[config.mk]
export PLATFORM = sky130hd
export DESIGN_NAME = cart_mapper_top
export DESIGN_NICKNAME = d
export VERILOG_FILES = /design/src/common/mapper_cfg_pkg.sv /design/src/common/msx_bus_pkg.sv /design/src/source/cart_mapper_top.sv /design/src/source/mapper_config_apb.sv /design/src/mapper/mapper_address_mux.sv /design/src/mapper/mapper_write_decode.sv /design/src/mapper/bank_register.sv
export VERILOG_INCLUDE_DIRS = /design/src /design/src/common
export SDC_FILE = /design/constraint.sdc
export NUM_CORES = 1
export LEC_CHECK = 0
export BUFFER_PORTS_ARGS = -buffer_cell sky130_fd_sc_hd__buf_2
export CAP_MARGIN = 5
export CORE_UTILIZATION = 35
export DETAILED_ROUTE_END_ITERATION = 8
export GPL_TIMING_DRIVEN = 0
export PLACE_DENSITY_LB_ADDON = 0.08
export SYNTH_ARGS = -nofsm -noshare
export SYNTH_HDL_FRONTEND = slang
export SYNTH_HIERARCHICAL = 1
export SYNTH_SLANG_ARGS = --single-unit
[constraint.sdc]
create_clock -name clk -period 2.3 [get_ports clk]
set_clock_uncertainty 0.05 [all_clocks]
set_input_delay 0.115 -clock clk [delete_from_list [all_inputs] [get_ports clk]]
set_output_delay 0.115 -clock clk [all_outputs]
set_load 0.1 [all_outputs]
[src/common/mapper_params.svh]
// Mapper sizing, address window and APB register map
`ifndef MAPPER_PARAMS_SVH
`define MAPPER_PARAMS_SVH

`define NUM_BANKS       4           // 8 KB pages in the cartridge window
`define BANK_W          8           // Bank register width
`define ROM_ADDR_W      20          // 1 MB ROM space
`define PAGE8_W         3           // 8 KB page index in a 64 KB CPU space
`define OFFSET_W        13          // Byte offset inside an 8 KB page

// Cartridge window 0x4000-0xBFFF in 8 KB page numbers
`define WIN_FIRST_PAGE  3'd2
`define WIN_LAST_PAGE   3'd5

// APB register map
`define APB_CFG_ADDR    8'h00
`define APB_ID_ADDR     8'h04
`define APB_ID_VALUE    32'h4D415052    // "MAPR"

`endif
[src/common/mapper_cfg_pkg.sv]
// Mapper type, configuration word and APB transfer types
`default_nettype none

`include "mapper_params.svh"

package mapper_cfg_pkg;

    typedef enum logic [1:0] {
        ascii8     = 2'd0,
        ascii16    = 2'd1,
        konami     = 2'd2,
        konami_scc = 2'd3
    } mapper_t;

    // Layout matches pwdata[10:0] of the CFG register
    typedef struct packed {
        logic               enable;     // Bit 10
        mapper_t            mtype;      // Bits 9:8
        logic [`BANK_W-1:0] mask;       // Bits 7:0, ANDed into every bank
    } mapper_cfg_t;

    typedef struct packed {
        logic        psel;
        logic        penable;
        logic        pwrite;
        logic [7:0]  paddr;
        logic [31:0] pwdata;
    } apb_req_t;

    typedef struct packed {
        logic [31:0] prdata;
        logic        pready;
        logic        pslverr;
    } apb_rsp_t;

endpackage

`default_nettype wire

[src/common/msx_bus_pkg.sv]
// CPU side and memory side bus types
// CPU address seen as 8 KB or 16 KB pages
`default_nettype none

`include "mapper_params.svh"

package msx_bus_pkg;

    // 8 KB view, used by ASCII8, Konami and the read path
    typedef struct packed {
        logic [`PAGE8_W-1:0]  page;
        logic [`OFFSET_W-1:0] offset;
    } page8_t;

    // 16 KB view, used by ASCII16
    typedef struct packed {
        logic [`PAGE8_W-2:0] page;
        logic [`OFFSET_W:0]  offset;
    } page16_t;

    // One 16 bit Z80 address, two decodings
    typedef union packed {
        page8_t  p8;
        page16_t p16;
    } cpu_addr_u;

    // Z80 bus request, sampled every clock
    typedef struct packed {
        logic              valid;   // Memory cycle in progress
        logic              wr;      // Inverted rnw
        cpu_addr_u         addr;
        logic [`BANK_W-1:0] wdata;  // Data for writes
    } cpu_req_t;

    // Registered request towards the ROM
    typedef struct packed {
        logic                   cs;     // ROM chip select
        logic                   rd;     // CPU read seen last cycle
        logic [`ROM_ADDR_W-1:0] addr;
    } mem_req_t;

endpackage

`default_nettype wire

[src/source/cart_mapper_top.sv]
// Cartridge mapper top, APB config, write decoder, bank registers and read mux
`timescale 1ns/1ps
`default_nettype none

`include "mapper_params.svh"

module cart_mapper_top (
    input  logic                     clk,
    input  logic                     rst_n,
    input  msx_bus_pkg::cpu_req_t    cpu_req,
    input  mapper_cfg_pkg::apb_req_t apb_req,
    output mapper_cfg_pkg::apb_rsp_t apb_rsp,
    output msx_bus_pkg::mem_req_t    mem_req
);
    import mapper_cfg_pkg::*;

    mapper_cfg_t                        cfg;
    logic                               cfg_load;
    logic [`NUM_BANKS-1:0]              bank_load;
    logic [`NUM_BANKS-1:0][`BANK_W-1:0] bank_data;
    logic                               bank_reload;
    logic [`NUM_BANKS-1:0][`BANK_W-1:0] banks;      // Current bank per page

    mapper_config_apb u_config (
        .clk      (clk),
        .rst_n    (rst_n),
        .apb_req  (apb_req),
        .apb_rsp  (apb_rsp),
        .cfg      (cfg),
        .cfg_load (cfg_load)
    );

    mapper_write_decode u_write_decode (
        .clk         (clk),
        .rst_n       (rst_n),
        .cpu_req     (cpu_req),
        .cfg         (cfg),
        .cfg_load    (cfg_load),
        .bank_load   (bank_load),
        .bank_data   (bank_data),
        .bank_reload (bank_reload)
    );

    // Bank i powers up and reloads to i
    for (genvar i = 0; i < `NUM_BANKS; i++) begin : g_bank
        bank_register #(
            .PAGE (i)
        ) u_bank (
            .clk    (clk),
            .rst_n  (rst_n),
            .load   (bank_load[i]),
            .reload (bank_reload),
            .data   (bank_data[i]),
            .bank   (banks[i])
        );
    end

    mapper_address_mux u_address_mux (
        .clk     (clk),
        .rst_n   (rst_n),
        .cpu_req (cpu_req),
        .cfg     (cfg),
        .banks   (banks),
        .mem_req (mem_req)
    );

endmodule

`default_nettype wire

[src/source/mapper_config_apb.sv]
// APB slave with the CFG and ID registers
// Pulses cfg_load on each accepted CFG write
`timescale 1ns/1ps
`default_nettype none

`include "mapper_params.svh"

module mapper_config_apb (
    input  logic                        clk,
    input  logic                        rst_n,
    input  mapper_cfg_pkg::apb_req_t    apb_req,
    output mapper_cfg_pkg::apb_rsp_t    apb_rsp,
    output mapper_cfg_pkg::mapper_cfg_t cfg,
    output logic                        cfg_load
);
    import mapper_cfg_pkg::*;

    localparam int CFG_W = $bits(mapper_cfg_t);

    localparam mapper_cfg_t CFG_RESET = '{
        enable: 1'b0,
        mtype:  ascii8,
        mask:   {`BANK_W{1'b1}}
    };

    logic access;       // Access phase, completes this cycle
    logic sel_cfg;
    logic sel_id;
    logic cfg_wr;

    assign access  = apb_req.psel && apb_req.penable;
    assign sel_cfg = apb_req.paddr == `APB_CFG_ADDR;
    assign sel_id  = apb_req.paddr == `APB_ID_ADDR;
    assign cfg_wr  = access && apb_req.pwrite && sel_cfg;   // ID writes are dropped

    // No wait states
    assign apb_rsp.pready  = 1'b1;
    assign apb_rsp.pslverr = access && !sel_cfg && !sel_id;

    always_comb begin
        if (sel_cfg)
            apb_rsp.prdata = {{(32 - CFG_W){1'b0}}, cfg};
        else if (sel_id)
            apb_rsp.prdata = `APB_ID_VALUE;
        else
            apb_rsp.prdata = '0;
    end

    always_ff @(posedge clk) begin
        if (!rst_n) begin
            cfg      <= CFG_RESET;
            cfg_load <= 1'b0;
        end else begin
            cfg_load <= cfg_wr;                 // Banks reload one edge later
            if (cfg_wr)
                cfg <= mapper_cfg_t'(apb_req.pwdata[CFG_W-1:0]);
        end
    end

endmodule

`default_nettype wire

[src/mapper/mapper_address_mux.sv]
// Read path: window check, bank select, mask and registered ROM request
`timescale 1ns/1ps
`default_nettype none

`include "mapper_params.svh"

module mapper_address_mux (
    input  logic                               clk,
    input  logic                               rst_n,
    input  msx_bus_pkg::cpu_req_t              cpu_req,
    input  mapper_cfg_pkg::mapper_cfg_t        cfg,
    input  logic [`NUM_BANKS-1:0][`BANK_W-1:0] banks,
    output msx_bus_pkg::mem_req_t              mem_req
);
    import msx_bus_pkg::*;

    localparam int ROM_BANK_W = `ROM_ADDR_W - `OFFSET_W;   // Bank bits that fit the ROM

    cpu_addr_u           a;
    logic                rd;        // Any CPU read
    logic                in_win;
    logic                hit;       // Read that selects the ROM
    logic [`PAGE8_W-1:0] rel;
    logic [`BANK_W-1:0]  masked;
    mem_req_t            mem_d;

    assign a      = cpu_req.addr;
    assign rd     = cpu_req.valid && !cpu_req.wr;
    assign in_win = (a.p8.page >= `WIN_FIRST_PAGE) && (a.p8.page <= `WIN_LAST_PAGE);
    assign hit    = rd && cfg.enable && in_win;
    assign rel    = a.p8.page - `WIN_FIRST_PAGE;
    assign masked = banks[rel[1:0]] & cfg.mask;

    always_comb begin
        mem_d.cs   = hit;
        mem_d.rd   = rd;
        mem_d.addr = '0;            // Misses drive address 0
        if (hit)
            mem_d.addr = {masked[ROM_BANK_W-1:0], a.p8.offset};   // Top bank bit beyond 1 MB
    end

    // One cycle of latency, no back-pressure
    always_ff @(posedge clk) begin
        if (!rst_n)
            mem_req <= '0;
        else
            mem_req <= mem_d;
    end

endmodule

`default_nettype wire

[src/mapper/mapper_write_decode.sv]
// CPU write decoder, one load strobe per bank for each mapper type
// Also delays cfg_load into the bank reload pulse
`timescale 1ns/1ps
`default_nettype none

`include "mapper_params.svh"

module mapper_write_decode (
    input  logic                                  clk,
    input  logic                                  rst_n,
    input  msx_bus_pkg::cpu_req_t                 cpu_req,
    input  mapper_cfg_pkg::mapper_cfg_t           cfg,
    input  logic                                  cfg_load,
    output logic [`NUM_BANKS-1:0]                 bank_load,
    output logic [`NUM_BANKS-1:0][`BANK_W-1:0]    bank_data,    // Own value per bank
    output logic                                  bank_reload
);
    import msx_bus_pkg::*;
    import mapper_cfg_pkg::*;

    cpu_addr_u           a;
    logic                wr_ok;     // Write that may touch a bank
    logic                in_win;    // 0x4000-0xBFFF
    logic [`PAGE8_W-1:0] rel;       // Page number relative to 0x4000
    logic [1:0]          slot;

    assign a      = cpu_req.addr;
    assign wr_ok  = cpu_req.valid && cpu_req.wr && cfg.enable;
    assign in_win = (a.p8.page >= `WIN_FIRST_PAGE) && (a.p8.page <= `WIN_LAST_PAGE);
    assign rel    = a.p8.page - `WIN_FIRST_PAGE;
    assign slot   = rel[1:0];

    always_comb begin
        bank_load = '0;
        if (wr_ok) begin
            unique case (cfg.mtype)
                ascii8: begin
                    // 0x6000/0x6800/0x7000/0x7800 select banks 0..3
                    if (a.p8.page == 3'd3)
                        bank_load[a.p8.offset[12:11]] = 1'b1;
                end
                ascii16: begin
                    // 0x6000-0x67FF or 0x7000-0x77FF, bit 12 picks the pair
                    if (a.p16.page == 2'd1 && a.p16.offset[13] && !a.p16.offset[11]) begin
                        bank_load[{a.p16.offset[12], 1'b0}] = 1'b1;
                        bank_load[{a.p16.offset[12], 1'b1}] = 1'b1;
                    end
                end
                konami: begin
                    if (in_win && slot != 2'd0)     // Page 0 is hardwired
                        bank_load[slot] = 1'b1;
                end
                konami_scc: begin
                    if (in_win && a.p8.offset[12:11] == 2'b10)  // x000-x7FF at +0x1000
                        bank_load[slot] = 1'b1;
                end
            endcase
        end
    end

    // ASCII16 pages hold 2d and 2d+1, the other types take the byte as is
    always_comb begin
        for (int i = 0; i < `NUM_BANKS; i++) begin
            if (cfg.mtype == ascii16)
                bank_data[i] = {cpu_req.wdata[`BANK_W-2:0], 1'(i % 2)};
            else
                bank_data[i] = cpu_req.wdata;
        end
    end

    always_ff @(posedge clk) begin
        if (!rst_n)
            bank_reload <= 1'b0;
        else
            bank_reload <= cfg_load;    // One edge after the config update
    end

endmodule

`default_nettype wire

[src/mapper/bank_register.sv]
// One 8 KB bank number register, PAGE is its power-on value
`timescale 1ns/1ps
`default_nettype none

`include "mapper_params.svh"

module bank_register #(
    parameter int PAGE = 0
) (
    input  logic               clk,
    input  logic               rst_n,
    input  logic               load,    // CPU bank switch
    input  logic               reload,  // Back to PAGE after a config write
    input  logic [`BANK_W-1:0] data,
    output logic [`BANK_W-1:0] bank
);

    localparam logic [`BANK_W-1:0] INIT = `BANK_W'(PAGE);

    always_ff @(posedge clk) begin
        if (!rst_n || reload)
            bank <= INIT;           // Reload wins over a CPU write in the same cycle
        else if (load)
            bank <= data;
    end

endmodule

`default_nettype wire

==> reports/metrics.cfg <==
[worst_setup_path]
crit_arrival_ps = 1950
cp.required_ps = 2130
critPathLaunchType = input pin
worst_path_largest_cell_delay_ps = 540
critPathMaxFanout = 8
crit_type = input pin to output port
cp_slowest_cell = or4_4
crit_top_cell = buf_2
cp_cell_sequence = buf_2, or4_4, or2_2, clkbuf_1, nor2_4, buf_4, buf_2
worstSetupEndpointType = output port

[finish]
final_common_cell = buf_2
fin_nets = 517
area_growth_pct = 36.5
layout_common_cells = buf_2, dfxtp_1, nor2_1
drive_gt1_share_pct = 40.8
diodes = 0

[place]
port_buffers = 90
dp_hpwl_um = 5200
dp_slack_ps = 8.45
place_congestion = 0.741

[synth]
syn_area_um2 = 3110
synth.avg_cell_area_um2 = 10.1
synthCells = 308
synth_warnings = 6

[drt]
drt-wirelength-per-cell_um = 13.0
drt_wl_total_um = 7270
vias = 2478
drc = 0
via_per_inst = 4.43
drtAntennaViolNets = 0
drt_iter0_markers = 92
dr.pass1.iters = 4

[power_and_ir_drop]
peakVddDrop_mv = 0.283
power.leakage_nw = 1.97
power.density_nw_per_um2 = 606

[sta]
tightest_slew_ps = 532
finalSetupTns_ps = 0
finalSetupViolations = 0
period_share_pct = 92.1
hold_viol = 0
layout_min_cycle_time_ps = 2120
relSlewSlack_pct = 64.3
fin_ws_ps = 182
max_freq_mhz = 472
rsz0062_at_grt = false
slew_viol_final = 0

[global_route]
grt_max_degree = 15
grt_pass1_wl_um = 11000
first_global_vias = 2219
grt_overflow = 0
grt.total_usage_pct = 16.2
grt_antenna_before_repair = 0

[die]
dieWidth_um = 96.3
initial_core_util_pct = 35.9
core_um2 = 8680
die_h_um = 96.3
num_rows = 34
num_io_pins = 127
die_area_um2 = 9270

[run]
cap_violations = 0

[clock_network]
cts_sinks = 63
cts_tree = yes
htreeDepth = 3
cts.clk_slew.worst_paths_ps = 70
cts_buffers = 9
cts_setup_buffers = 0
worstSkewPairLatency_ps = 340
clock-root-buffer = clkbuf_8
clk_path_buf_depth = 2

[status]
status = completed

[hold_path]
min_path_type = input pin to flip-flop

[where the power goes]
group / switching (mW) / total, mW / leakage, nW / internal [mW]
Combinational: 0.211 / 0.346 / 1.35 / 0.135
Sequential: 0.000183 / 1.09 / 0.508 / 1.09
Clock: 0.434 / 1.13 / 0.119 / 0.701
Total: 0.645 / 2.57 / 1.97 / 1.93
[per-stage QoR]
step | hold WS, ps | total power [mW] | util (%) | std cells | area (um2)
2_1_floorplan | 137 | 1.35 | - | 320 | 3160
3_3_place_gp | 248 | 1.43 | 43.2 | 518 | 3750
3_5_place_dp | 260 | 1.43 | 43.2 | 518 | 3750
4_1_cts | 1.99 | 2.61 | 48.9 | 559 | 4240
5_1_grt | 0.316 | 2.70 | 48.9 | 559 | 4250
6_report | 13.5 | 2.57 | 48.9 | 559 | 4250
[path summary, 6_finish.rpt]
check                                             startpoint                                     to  slack (ps)  depth (start not counted)
worst max register to register  u_config/cfg[8]$_SDFFE_PN0P_  g_bank[2].u_bank/bank[1]$_SDFFE_PP1P_         480                          5
worst max-delay path                             apb_req[36]                            apb_rsp[18]         180                          7
worst min-delay path                              apb_req[4]           u_config/cfg[4]$_SDFFE_PN1P_          10                          3
worst min register to register  u_config/cfg_load$_SDFF_PN0_  u_write_decode/bank_reload$_SDFF_PN0_         380                          1
[state kept, by name (all words and copies together) (netlist names)]
| register | count |
|---|---|
| g_bank.u_bank/bank | 28 |
| u_write_decode/bank_reload | 1 |
| u_address_mux/mem_req | 22 |
| u_config/cfg_load | 1 |
| u_config/cfg | 11 |
[final cells by class]
class / instances / area, um2
well taps: 108 / 135
clock inverters: 4 / 76.3
multi-input cells: 194 / 1460
clock buffers: 12 / 165
plain buffers: 59 / 432
inverters: 4 / 15.0
fillers: 844 / 4430
repair buffers: 115 / 701
flip-flops and latches: 63 / 1260
[critical path, delay by kind of cell]
kind                   cells  cell delay, ps
buffers and inverters      4             810
AND/OR/NAND/NOR            3            1010
[metal layers]
layer | part of all wire (%) | up-vias | track usage [%] | routed length [um]
met5 | 0 | - | 0 | 0
met2 | 47 | 59 | 25.1 | 3410
met1 | 47 | 1138 | 21.4 | 3420
li1 | - | 1270 | - | -
met3 | 5.0 | 11 | 5.53 | 363
met4 | 1.1 | 0 | 4.41 | 78
[timing repair]
action | 4_1_cts | 5_1_grt
hold endpoints to repair | 23 | 0
hold buffers | 25 | 0
resized for setup | 0 | 1
endpoints found under the setup margin | 0 | 8
Note: power is estimated with default switching activity, not from simulation.
